===== src/rtl/strand_pkg.sv =====
// ============================
// Shared widths, opcode classes and the strand state encoding
// for the thread-issue stage. Referenced by scoped name
// ============================

package strand_pkg;

	// Instructions, program counters and strided offsets
	typedef logic [31:0] word_t;

	// Register lane index within a vector register
	typedef logic [3:0] lane_t;

	typedef logic [1:0] strand_id_t;

	localparam int NUM_LANES = 16;
	localparam lane_t LANE_LAST = lane_t'(NUM_LANES - 1);

	// Compared against instruction bits 31..28
	localparam logic [3:0] OP_STRIDED = 4'b1110;

	// Compared against instruction bits 31..29
	localparam logic [2:0] OP_LONG = 3'b110;

	// Execute depth of a long-latency instruction
	localparam int LONG_LATENCY = 4;

	typedef enum logic [1:0] {
		ST_WAIT_INSTR,
		ST_READY,
		ST_STRIDED,
		ST_SUSPENDED
	} strand_state_t;

endpackage


===== src/rtl/arbiter4.sv =====
// ============================
// Four-way least-recently-used arbiter. Grant is combinational,
// the order updates on the clock edge after a grant
// ============================

`timescale 1ns/1ps

module arbiter4(
	input			clk,
	input			rst_i,
	input			req0_i,
	input			req1_i,
	input			req2_i,
	input			req3_i,
	input			update_lru_i,
	output logic	grant0_o,
	output logic	grant1_o,
	output logic	grant2_o,
	output logic	grant3_o);

	// Entry 0 is the least recently granted strand
	strand_pkg::strand_id_t		lru_order[4];
	logic [3:0]					req;
	logic [3:0]					grant;
	logic [1:0]					grant_pos;
	logic						grant_valid;

	assign req = {req3_i, req2_i, req1_i, req0_i};

	always_comb
	begin
		grant = '0;
		grant_pos = '0;
		grant_valid = 1'b0;

		// Walk from newest to oldest so the oldest requester wins
		for (int i = 3; i >= 0; i--)
		begin
			if (req[lru_order[i]])
			begin
				grant_pos = 2'(i);
				grant_valid = 1'b1;
			end
		end

		if (grant_valid)
			grant[lru_order[grant_pos]] = 1'b1;
	end

	assign {grant3_o, grant2_o, grant1_o, grant0_o} = grant;

	always_ff @(posedge clk)
	begin
		if (rst_i)
		begin
			for (int i = 0; i < 4; i++)
				lru_order[i] <= 2'(i);
		end
		else if (update_lru_i && grant_valid)
		begin
			for (int i = 0; i < 3; i++)
			begin
				if (i >= int'(grant_pos))
					lru_order[i] <= lru_order[i + 1];
			end
			lru_order[3] <= lru_order[grant_pos];
		end
	end

endmodule


===== src/rtl/execute_hazard_detect.sv =====
// ============================
// Holds back single-cycle instructions that would reach
// writeback in the same cycle as an earlier long one
// ============================

`timescale 1ns/1ps

module execute_hazard_detect(
	input						clk,
	input						rst_i,
	input strand_pkg::word_t	instruction0_i,
	input strand_pkg::word_t	instruction1_i,
	input strand_pkg::word_t	instruction2_i,
	input strand_pkg::word_t	instruction3_i,
	input						issue0_i,
	input						issue1_i,
	input						issue2_i,
	input						issue3_i,
	output logic				execute_hazard0_o,
	output logic				execute_hazard1_o,
	output logic				execute_hazard2_o,
	output logic				execute_hazard3_o);

	localparam int DEPTH = strand_pkg::LONG_LATENCY - 1;

	logic [DEPTH - 1:0]			long_history;
	logic						long_issued;

	function automatic logic is_long(input strand_pkg::word_t instr);
		is_long = instr[31:29] == strand_pkg::OP_LONG;
	endfunction

	assign long_issued = (issue0_i && is_long(instruction0_i))
		|| (issue1_i && is_long(instruction1_i))
		|| (issue2_i && is_long(instruction2_i))
		|| (issue3_i && is_long(instruction3_i));

	// Bit 0 is last cycle's issue, the top bit the one DEPTH cycles back
	always_ff @(posedge clk)
	begin
		if (rst_i)
			long_history <= '0;
		else
			long_history <= {long_history[DEPTH - 2:0], long_issued};
	end

	assign execute_hazard0_o = long_history[DEPTH - 1] && !is_long(instruction0_i);
	assign execute_hazard1_o = long_history[DEPTH - 1] && !is_long(instruction1_i);
	assign execute_hazard2_o = long_history[DEPTH - 1] && !is_long(instruction2_i);
	assign execute_hazard3_o = long_history[DEPTH - 1] && !is_long(instruction3_i);

endmodule


===== src/rtl/strand_fsm.sv =====
// ============================
// Issue state machine for one strand. Requests issue for the
// fetched instruction and steps strided ones across all lanes
// ============================

`timescale 1ns/1ps

module strand_fsm(
	input							clk,
	input							rst_i,
	input strand_pkg::word_t		instruction_i,
	input							instruction_valid_i,
	input strand_pkg::word_t		pc_i,
	input							flush_i,
	input							suspend_strand_i,
	input							resume_strand_i,
	input strand_pkg::word_t		rollback_strided_offset_i,
	input strand_pkg::lane_t		rollback_reg_lane_i,
	input							grant_i,
	output logic					issue_request_o,
	output logic					next_instruction_o,
	output strand_pkg::word_t		pc_o,
	output strand_pkg::word_t		instruction_o,
	output strand_pkg::lane_t		reg_lane_select_o,
	output strand_pkg::word_t		strided_offset_o);

	strand_pkg::strand_state_t		state;
	strand_pkg::lane_t				lane;
	strand_pkg::word_t				offset;
	strand_pkg::word_t				stride;
	logic							is_strided;
	logic							is_last;
	logic							rolled_back;

	assign is_strided = instruction_i[31:28] == strand_pkg::OP_STRIDED;
	assign stride = {17'd0, instruction_i[14:0]};

	// A normal instruction has a single issue, a strided one ends on lane 0
	assign is_last = !is_strided || lane == 4'd0;

	// Lane or offset differ from a fresh start only after a rollback
	assign rolled_back = lane != strand_pkg::LANE_LAST || offset != '0;

	assign issue_request_o = instruction_valid_i
		&& (state == strand_pkg::ST_READY || state == strand_pkg::ST_STRIDED);
	assign next_instruction_o = grant_i && is_last && !flush_i;

	assign pc_o = pc_i;
	assign instruction_o = instruction_i;
	assign reg_lane_select_o = lane;
	assign strided_offset_o = offset;

	always_ff @(posedge clk)
	begin
		if (rst_i)
		begin
			state <= strand_pkg::ST_WAIT_INSTR;
			lane <= strand_pkg::LANE_LAST;
			offset <= '0;
		end
		else if (flush_i)
		begin
			state <= strand_pkg::ST_WAIT_INSTR;

			// A strided instruction in flight resumes where the rollback points
			if (is_strided && state != strand_pkg::ST_WAIT_INSTR)
			begin
				lane <= rollback_reg_lane_i;
				offset <= rollback_strided_offset_i;
			end
			else
			begin
				lane <= strand_pkg::LANE_LAST;
				offset <= '0;
			end
		end
		else
		begin
			if (grant_i)
			begin
				if (is_last)
				begin
					state <= strand_pkg::ST_WAIT_INSTR;
					lane <= strand_pkg::LANE_LAST;
					offset <= '0;
				end
				else
				begin
					state <= strand_pkg::ST_STRIDED;
					lane <= lane - 4'd1;
					offset <= offset + stride;
				end
			end
			else if (state == strand_pkg::ST_WAIT_INSTR && instruction_valid_i)
			begin
				if (is_strided && rolled_back)
					state <= strand_pkg::ST_STRIDED;
				else
					state <= strand_pkg::ST_READY;
			end
			else if (state == strand_pkg::ST_SUSPENDED && resume_strand_i)
				state <= strand_pkg::ST_READY;

			// An issue granted in this same cycle still goes out before parking
			if (suspend_strand_i)
				state <= strand_pkg::ST_SUSPENDED;
		end
	end

endmodule


===== src/rtl/strand_select_stage.sv =====
// ============================
// Thread-issue stage. Picks one ready strand per cycle and
// registers its fields onto the issue bus, or a NOP if none
// ============================

`timescale 1ns/1ps

module strand_select_stage(
	input							clk,
	input							rst_i,
	input [3:0]						strand_enable_i,

	input strand_pkg::word_t		instruction0_i,
	input							instruction_valid0_i,
	input strand_pkg::word_t		pc0_i,
	input							flush0_i,
	input							suspend_strand0_i,
	input							resume_strand0_i,
	output logic					next_instruction0_o,
	input strand_pkg::word_t		rollback_strided_offset0_i,
	input strand_pkg::lane_t		rollback_reg_lane0_i,

	input strand_pkg::word_t		instruction1_i,
	input							instruction_valid1_i,
	input strand_pkg::word_t		pc1_i,
	input							flush1_i,
	input							suspend_strand1_i,
	input							resume_strand1_i,
	output logic					next_instruction1_o,
	input strand_pkg::word_t		rollback_strided_offset1_i,
	input strand_pkg::lane_t		rollback_reg_lane1_i,

	input strand_pkg::word_t		instruction2_i,
	input							instruction_valid2_i,
	input strand_pkg::word_t		pc2_i,
	input							flush2_i,
	input							suspend_strand2_i,
	input							resume_strand2_i,
	output logic					next_instruction2_o,
	input strand_pkg::word_t		rollback_strided_offset2_i,
	input strand_pkg::lane_t		rollback_reg_lane2_i,

	input strand_pkg::word_t		instruction3_i,
	input							instruction_valid3_i,
	input strand_pkg::word_t		pc3_i,
	input							flush3_i,
	input							suspend_strand3_i,
	input							resume_strand3_i,
	output logic					next_instruction3_o,
	input strand_pkg::word_t		rollback_strided_offset3_i,
	input strand_pkg::lane_t		rollback_reg_lane3_i,

	output strand_pkg::word_t		pc_o,
	output strand_pkg::word_t		instruction_o,
	output strand_pkg::lane_t		reg_lane_select_o,
	output strand_pkg::word_t		strided_offset_o,
	output strand_pkg::strand_id_t	strand_id_o,
	output strand_pkg::word_t		idle_cycle_count_o);

	strand_pkg::word_t		pc[4];
	strand_pkg::word_t		instruction[4];
	strand_pkg::lane_t		reg_lane_select[4];
	strand_pkg::word_t		strided_offset[4];
	logic [3:0]				strand_ready;
	logic [3:0]				issue_strand;
	logic [3:0]				execute_hazard;
	logic [3:0]				arb_req;

	strand_fsm s0(.clk(clk), .rst_i(rst_i), .instruction_i(instruction0_i),
		.instruction_valid_i(instruction_valid0_i), .pc_i(pc0_i), .flush_i(flush0_i),
		.suspend_strand_i(suspend_strand0_i), .resume_strand_i(resume_strand0_i),
		.rollback_strided_offset_i(rollback_strided_offset0_i),
		.rollback_reg_lane_i(rollback_reg_lane0_i), .grant_i(issue_strand[0]),
		.issue_request_o(strand_ready[0]), .next_instruction_o(next_instruction0_o),
		.pc_o(pc[0]), .instruction_o(instruction[0]),
		.reg_lane_select_o(reg_lane_select[0]), .strided_offset_o(strided_offset[0]));

	strand_fsm s1(.clk(clk), .rst_i(rst_i), .instruction_i(instruction1_i),
		.instruction_valid_i(instruction_valid1_i), .pc_i(pc1_i), .flush_i(flush1_i),
		.suspend_strand_i(suspend_strand1_i), .resume_strand_i(resume_strand1_i),
		.rollback_strided_offset_i(rollback_strided_offset1_i),
		.rollback_reg_lane_i(rollback_reg_lane1_i), .grant_i(issue_strand[1]),
		.issue_request_o(strand_ready[1]), .next_instruction_o(next_instruction1_o),
		.pc_o(pc[1]), .instruction_o(instruction[1]),
		.reg_lane_select_o(reg_lane_select[1]), .strided_offset_o(strided_offset[1]));

	strand_fsm s2(.clk(clk), .rst_i(rst_i), .instruction_i(instruction2_i),
		.instruction_valid_i(instruction_valid2_i), .pc_i(pc2_i), .flush_i(flush2_i),
		.suspend_strand_i(suspend_strand2_i), .resume_strand_i(resume_strand2_i),
		.rollback_strided_offset_i(rollback_strided_offset2_i),
		.rollback_reg_lane_i(rollback_reg_lane2_i), .grant_i(issue_strand[2]),
		.issue_request_o(strand_ready[2]), .next_instruction_o(next_instruction2_o),
		.pc_o(pc[2]), .instruction_o(instruction[2]),
		.reg_lane_select_o(reg_lane_select[2]), .strided_offset_o(strided_offset[2]));

	strand_fsm s3(.clk(clk), .rst_i(rst_i), .instruction_i(instruction3_i),
		.instruction_valid_i(instruction_valid3_i), .pc_i(pc3_i), .flush_i(flush3_i),
		.suspend_strand_i(suspend_strand3_i), .resume_strand_i(resume_strand3_i),
		.rollback_strided_offset_i(rollback_strided_offset3_i),
		.rollback_reg_lane_i(rollback_reg_lane3_i), .grant_i(issue_strand[3]),
		.issue_request_o(strand_ready[3]), .next_instruction_o(next_instruction3_o),
		.pc_o(pc[3]), .instruction_o(instruction[3]),
		.reg_lane_select_o(reg_lane_select[3]), .strided_offset_o(strided_offset[3]));

	execute_hazard_detect ehd(.clk(clk), .rst_i(rst_i),
		.instruction0_i(instruction[0]), .instruction1_i(instruction[1]),
		.instruction2_i(instruction[2]), .instruction3_i(instruction[3]),
		.issue0_i(issue_strand[0]), .issue1_i(issue_strand[1]),
		.issue2_i(issue_strand[2]), .issue3_i(issue_strand[3]),
		.execute_hazard0_o(execute_hazard[0]), .execute_hazard1_o(execute_hazard[1]),
		.execute_hazard2_o(execute_hazard[2]), .execute_hazard3_o(execute_hazard[3]));

	// Disabled or hazarded strands never reach the arbiter
	assign arb_req = strand_ready & strand_enable_i & ~execute_hazard;

	arbiter4 issue_arb(.clk(clk), .rst_i(rst_i),
		.req0_i(arb_req[0]), .req1_i(arb_req[1]), .req2_i(arb_req[2]), .req3_i(arb_req[3]),
		.update_lru_i(1'b1),
		.grant0_o(issue_strand[0]), .grant1_o(issue_strand[1]),
		.grant2_o(issue_strand[2]), .grant3_o(issue_strand[3]));

	always_ff @(posedge clk)
	begin
		if (rst_i)
		begin
			pc_o <= '0;
			instruction_o <= '0;
			reg_lane_select_o <= '0;
			strided_offset_o <= '0;
			strand_id_o <= '0;
			idle_cycle_count_o <= '0;
		end
		else if (issue_strand == 4'd0)
		begin
			// Nothing granted, so a NOP goes out and counts as idle
			pc_o <= '0;
			instruction_o <= '0;
			reg_lane_select_o <= '0;
			strided_offset_o <= '0;
			strand_id_o <= '0;
			idle_cycle_count_o <= idle_cycle_count_o + 32'd1;
		end
		else
		begin
			for (int i = 0; i < 4; i++)
			begin
				if (issue_strand[i])
				begin
					pc_o <= pc[i];
					instruction_o <= instruction[i];
					reg_lane_select_o <= reg_lane_select[i];
					strided_offset_o <= strided_offset[i];
					strand_id_o <= 2'(i);
				end
			end
		end
	end

endmodule


===== config.mk =====
export PLATFORM = sky130hd
export DESIGN_NAME = strand_select_stage
export DESIGN_NICKNAME = d
export VERILOG_FILES = /design/src/rtl/strand_pkg.sv /design/src/rtl/arbiter4.sv /design/src/rtl/execute_hazard_detect.sv /design/src/rtl/strand_fsm.sv /design/src/rtl/strand_select_stage.sv
export SDC_FILE = /design/constraint.sdc
export NUM_CORES = 1
export LEC_CHECK = 0
export BUFFER_PORTS_ARGS = -buffer_cell sky130_fd_sc_hd__buf_2
export CORE_AREA = 2 2 219 221
export DETAILED_ROUTE_END_ITERATION = 6
export DIE_AREA = 0 0 221 223
export PLACE_DENSITY = 0.7
export SYNTH_ARGS = -nofsm -noshare
export SYNTH_HDL_FRONTEND = slang
export SYNTH_HIERARCHICAL = 1
export SYNTH_SLANG_ARGS = --single-unit

===== constraint.sdc =====
create_clock -name clk -period 10.4 [get_ports clk]
set_input_delay 0.52 -clock clk [delete_from_list [all_inputs] [get_ports clk]]
set_output_delay 0.52 -clock clk [all_outputs]
set_load 0.02 [all_outputs]

==> out/metrics.csv, run 1 <==
metric;value;unit
cp_slowest_cell;buf_4;
place_inst;3334;
grt_max_degree;108;
synthTopCellsByArea;dfxtp_1 28%, mux2i_1 9.9%, buf_4 9.2%;
antenna_found_initial;13;
cp_num_buf_inv;3;
synth_area;21000;sq um
clkTransAtPathRegs;0.06;ns
slowest_delay;0.84;ns
drt_iter0_markers;2297;
final_nets;3260;
crit_fanout;58;
syn_area_per_cell;8.30;sq um
worstHoldStart;rollback_strided_offset0_i[0];
dp_hpwl;66.2;mm
die_h;223;um
cts-root-buf;clkbuf_16;
p_per_area;135;nW/um^2
startpoint_type;register;
r2r_slack;4.56;ns
portBuffers;559;
first_pass_iters;7;
post_cts_buffers;0;
tightest_slew;1.03;ns
setup_tns;0;ns
clkPwrFrac;42.5;%
synthCells;2532;
cp.required;10.91;ns
whs_endpoint;s0/strided_offset_o[0];
worstPathArrival;6.35;ns
rr_endpoint;s1/strided_offset_o[9];
ios;560;
reg2reg_depth;15;
async_reset_ff_share;0;%
cts_tree;built;
yosys.area.top_type;dfxtp_1;
relSlewSlack;31.1;%
drc_errors;1;
die_x;221;um
violations;design-rule violations;
hold_viol_final;0;
yosysWarnings;6;
seq_area;6030;sq um
core_area;47100;sq um
yosysMostFrequentCell;dfxtp_1;
synth_top_area_share;27.5;%
rsz0062_at_grt;false;
fill_cells;4570;
fin_crit_sh;56.2;%
overflow;0;
cts_max_level;2;
drv_cap;0;
min_path_cells;3;
finalSetupViolations;0;
insertion_delay;0.57;ns
wl;84.4;mm
dieArea;49300;sq um
p_comb_share;19.2;%
rows;80;
ys_ff_latch;297;
finalCriticalPeriod;5.84;ns
synth_edf_count;8;
cts_num_sinks;297;
setup_ws;4.56;ns
max_freq;171;MHz
outcome;finished, violations left;
internal_power;2.23;mW
wl_per_cell;24.8;um
ctsLongestPathBuffers;3;
pwr-share-seq;38.3;%
avgViaCountPerCell;6.17;
worst_path_most_repeated_cell;buf_4;
post-place-ws;4.68;ns
ant_nets;0;
crit_chain;inv_1 > ha_1 > and2_1 > nand2_1 > nor2_1 > mux4_1 > nor3_1 > o21ai_0 > a21oi_4 > buf_4 > buf_4 > nand2b_1 > or3_1 > or4_1 > nand3_1;
vias;21000;
yosysSeqAreaShare;28.7;%
drive_gt1_share;24.8;%
min_path_type;in -> reg;
synthDistinctLibCells;82;
multiInputGateArea;12400;sq um
fin_cells;3405;
synth.top_cells.by_count;289 x dfxtp_1, 257 x buf_4, 209 x nor2_1, 207 x mux2i_1, 181 x nand2_1;
reg2reg_from;s1/state[0];
swShare;30.0;%
skew;0.0248;ns
gp_congestion;1.03;
peakVddDrop;167;uV
hold_buffers;0;
crit_family;simple AND/OR/NAND/NOR gates;
grt_usage;32.4;%
ys.flop_type;dfxtp_1;
finalMaxSlewViolations;0;
p_leak;9.65;nW
start_util;44.6;%
cts_resized;0;
end_kind;register;
grt_pass1_vias;20200;
critical_path_class;reg -> reg;
area_delta_synth_final;12.3;%
grt_pass1_wl;123;mm
p_switching;0.956;mW
cts_buffers;36;
[through the flow]
step	total power [mW]	hold slack [ns]	instance area, sq um	utilization, %
finish	3.18	0.197	23600	50.1
global route	3.29	0.196	23600	50.1
CTS	3.19	0.186	23600	50.0
detailed placement	1.85	0.436	22300	47.4
global placement	1.84	0.429	22300	47.4
floorplan	1.65	0.414	21000	-
[final cells by class]
cell class	count	share of cell area, %
multi-input cells	1787	52.5
flip-flops and latches	297	25.5
repair buffers	575	12.4
clock buffers	55	4.77
well taps	615	3.26
inverters	60	0.954
clock inverters	9	0.583
diodes	7	0.0742
[metal layers]
| layer | global-route usage (%) | vias to the layer above | wire length, um |
|---|---|---|---|
| li1 | - | 9507 | - |
| met1 | 36.4 | 10100 | 31000 |
| met2 | 55.9 | 1151 | 40700 |
| met3 | 7.51 | 279 | 6860 |
| met4 | 19.8 | 4 | 5860 |
| met5 | 0 | - | 26 |
[worst reg2reg max path, cell delays in order, from the launching register on]
cell and delay, ns:
dfxtp_1 0.34, inv_1 0.07, ha_1 0.28, and2_1 0.25, nand2_1 0.11, nor2_1 0.14, mux4_1 0.61, nor3_1 0.32
o21ai_0 0.23, a21oi_4 0.18, buf_4 0.67, buf_4 0.85, nand2b_1 0.28, or3_1 0.73, or4_1 0.65, nand3_1 0.08
[sequential cells by signal (all words and copies together) (netlist names), 3 cells and up]
signal and cells:
s2/strided_offset_o 32, s1/strided_offset_o 32, s1/reg_lane_select_o 4, ehd/long_history 3
pc_o 32, issue_arb/lru_order 8, s0/reg_lane_select_o 4, s2/reg_lane_select_o 4
s0/strided_offset_o 32, s3/strided_offset_o 32, idle_cycle_count_o 32, instruction_o 32
reg_lane_select_o 4, s3/reg_lane_select_o 4, strided_offset_o 32
[logic make-up (layout without fill, tap and decap cells)]
kind of cell,after synthesis,in the layout,share of synthesized area (%)
AND/OR/NAND/NOR,720,720,17.2
AO/OA/AOI/OAI,648,648,20.9
buffers and inverters,452,699,12.8
flip-flops,297,297,28.7
multiplexers,224,224,11.0
XOR/XNOR,109,109,4.54
adder cells (fa/ha/maj),81,81,4.96
other,1,12,0.0178
[power by group through the flow]
stage / registers [mW] / logic, mW / clock network (mW)
floorplan: 1.28 / 0.371 / 0
global placement: 1.24 / 0.595 / 0
detailed placement: 1.24 / 0.602 / 0
CTS: 1.22 / 0.605 / 1.37
global route: 1.22 / 0.651 / 1.42
finish: 1.22 / 0.610 / 1.35
[placed cells by master, fill, tap and decap left out, types with 35 or more instances in the layout]
cell       count
inv_1         60
mux2i_1      207
o22ai_1       69
nor2_1       206
clkbuf_16     39
o21ai_0      155
buf_2        558
xnor2_1       55
nand2_1      181
ha_1          77
and3_1        35
a21oi_1       98
nand3_1       58
xor2_1        54
a22oi_1       89
dfxtp_1      289
[worst max-delay path by stage]
stage	start	to	slack (ns)	cells past startpoint
floorplan	s1/state[0]	idle_cycle_count_o[30]	6.24	15
global placement	s1/state[0]	s1/strided_offset_o[9]	4.86	15
detailed placement	s1/state[0]	s1/strided_offset_o[9]	4.68	15
CTS	s1/state[0]	next_instruction1_o	4.65	14
global route	s1/state[0]	s1/strided_offset_o[9]	4.29	16
finish	s1/state[0]	s1/strided_offset_o[9]	4.56	15
Power figures use the tool's default switching activity.
==> run 2, diff against run 1 <==
--- a/config.mk
+++ b/config.mk
@@ -6,10 +6,10 @@
 export NUM_CORES = 1
 export LEC_CHECK = 0
 export BUFFER_PORTS_ARGS = -buffer_cell sky130_fd_sc_hd__buf_2
-export CORE_AREA = 2 2 219 221
+export CORE_AREA = 2 2 217 219
 export DETAILED_ROUTE_END_ITERATION = 6
-export DIE_AREA = 0 0 221 223
-export PLACE_DENSITY = 0.7
+export DIE_AREA = 0 0 219 221
+export PLACE_DENSITY = 0.74
 export SYNTH_ARGS = -nofsm -noshare
 export SYNTH_HDL_FRONTEND = slang
 export SYNTH_HIERARCHICAL = 1
==> constraint.sdc (replaced) <==
create_clock -name clk -period 5.12 [get_ports clk]
set_input_delay 0.256 -clock clk [delete_from_list [all_inputs] [get_ports clk]]
set_output_delay 0.256 -clock clk [all_outputs]
set_load 0.02 [all_outputs]
==> out/metrics.csv, run 2 (synthesized netlist as in run 1, its figures left out) <==
metric;value;unit
tightest_slew;1.16;ns
peakVddDrop;212;uV
ant_nets;0;
crit_fanout;14;
ctsLongestPathBuffers;3;
finalMaxSlewViolations;0;
finalCriticalPeriod;4.61;ns
cts_resized;0;
min_path_type;in -> reg;
cp_num_buf_inv;1;
relSlewSlack;22.5;%
crit_chain;inv_1 > ha_1 > and2_1 > nand2_1 > nor2_1 > mux4_2 > nor2_1 > a211oi_1 > a21oi_4 > or4_4 > or4_4 > or4_1 > a21oi_1;
final_nets;3368;
startpoint_type;register;
skew;0.0214;ns
hold_viol_final;0;
rows;79;
finalSetupViolations;0;
final_common_cell;buf_2;
die_x;219;um
grt_pass1_vias;21100;
setup_tns;0;ns
grt_pass1_wl;128;mm
ios;560;
first_pass_iters;7;
clkTransAtPathRegs;0.06;ns
insertion_delay;0.57;ns
cp_slowest_cell;or4_4;
seq_area;6030;sq um
dp_hpwl;66.3;mm
cts_max_level;2;
cts_tree;built;
fin_crit_sh;90.0;%
max_freq;217;MHz
critical_path_class;reg -> reg;
area_delta_synth_final;17.6;%
gp_congestion;1.09;
rsz0062_at_grt;false;
core_area;46100;sq um
drc_errors;9;
start_util;45.7;%
multiInputGateArea;12400;sq um
cts_buffers;38;
cts_num_sinks;297;
grt_max_degree;105;
setup_ws;0.511;ns
antenna_found_initial;10;
drive_gt1_share;24.5;%
worstPathArrival;5.09;ns
dieArea;48400;sq um
violations;design-rule violations;
drt_iter0_markers;2304;
end_kind;register;
p_per_area;269;nW/um^2
vias;21800;
wl;88.2;mm
portBuffers;559;
avgViaCountPerCell;6.22;
overflow;0;
drv_cap;0;
cp.required;5.61;ns
crit_family;simple AND/OR/NAND/NOR gates;
final_cell_mix;558 x buf_2, 289 x dfxtp_1, 207 x mux2i_1, 205 x nor2_1, 181 x nand2_1;
die_h;221;um
fill_cells;4202;
cts-root-buf;clkbuf_16;
wl_per_cell;25.1;um
p_leak;10.1;nW
grt_usage;34.8;%
slowest_delay;0.64;ns
outcome;finished, violations left;
post-place-ws;0.564;ns
==> run 2: cell types whose count changed in the layout (fill, tap and decap cells not counted), sizes merged <==
| cell | delta |
|---|---|
| buf | +11 |
| bufinv | +1 |
| clkbuf | -6 |
| clkinv | +7 |
| clkinvlp | +1 |
| diode | +2 |
| dlygate4sd3 | +95 |
==> run 2: final cells by class <==
cell class                 instances  share of cell area, %
timing repair buffer             681                   16.2
tap                              607                   3.07
antenna                            9                 0.0911
clock buffer                      49                   4.47
inverter                          60                  0.911
clock inverter                    18                  0.815
sequential                       297                   24.4
multi-input combinational       1787                   50.1
==> run 2: timing repair <==
action                    in CTS  in global routing
setup buffers                  0                  0
hold buffers                  95                  0
hold endpoints to repair      96                  0
==> run 2: layer usage <==
| metal | GRT usage (%) | wire length, um | up-vias |
|---|---|---|---|
| met3 | 8.99 | 8720 | 353 |
| met1 | 37.9 | 30600 | 10300 |
| li1 | - | - | 9718 |
| met5 | 0 | 38 | - |
| met4 | 24.3 | 7110 | 6 |
| met2 | 58.9 | 41700 | 1422 |
==> run 2: worst register-to-register path, delay by kind of cell, from the launching register on <==
| kind | cells | cell delay, ns |
|---|---|---|
| adders and majority gates | 1 | 0.26 |
| muxes | 1 | 0.48 |
| buffers and inverters | 1 | 0.07 |
| and+or+nand+nor | 7 | 2.62 |
| AOI/OAI and AO/OA | 3 | 0.77 |
| DFF | 1 | 0.34 |
==> run 2: report_power, final <==
| part | total [mW] | internal, mW | switching, mW |
|---|---|---|---|
| combinational | 1.32 | 0.499 | 0.826 |
| clock | 2.84 | 1.73 | 1.11 |
| sequential | 2.48 | 2.41 | 0.0693 |
==> run 2: worst paths after layout <==
kind | start | to | slack, ns | depth (start not counted)
worst max-delay path | s1/state[0] | idle_cycle_count_o[31] | 0.51 | 13
worst min-delay path | instruction3_i[6] | instruction_o[6] | 0.008 | 3
worst max register to register | s1/state[0] | idle_cycle_count_o[31] | 0.51 | 13
worst min register to register | ehd/long_history[1] | ehd/long_history[2] | 0.45 | 1
==> run 2: per-stage QoR <==
step | cells | util (%) | hold WS, ns | cell area [sq um] | total power [mW]
floorplan | 2536 | - | 0.319 | 21000 | 3.34
global placement | 3337 | 48.7 | 0.430 | 22400 | 3.73
detailed placement | 3337 | 48.7 | 0.439 | 22400 | 3.75
CTS | 3499 | 53.6 | 0.0000390 | 24700 | 6.63
global route | 3505 | 53.7 | 0.00347 | 24700 | 6.85
finish | 3508 | 53.7 | 0.00791 | 24700 | 6.65
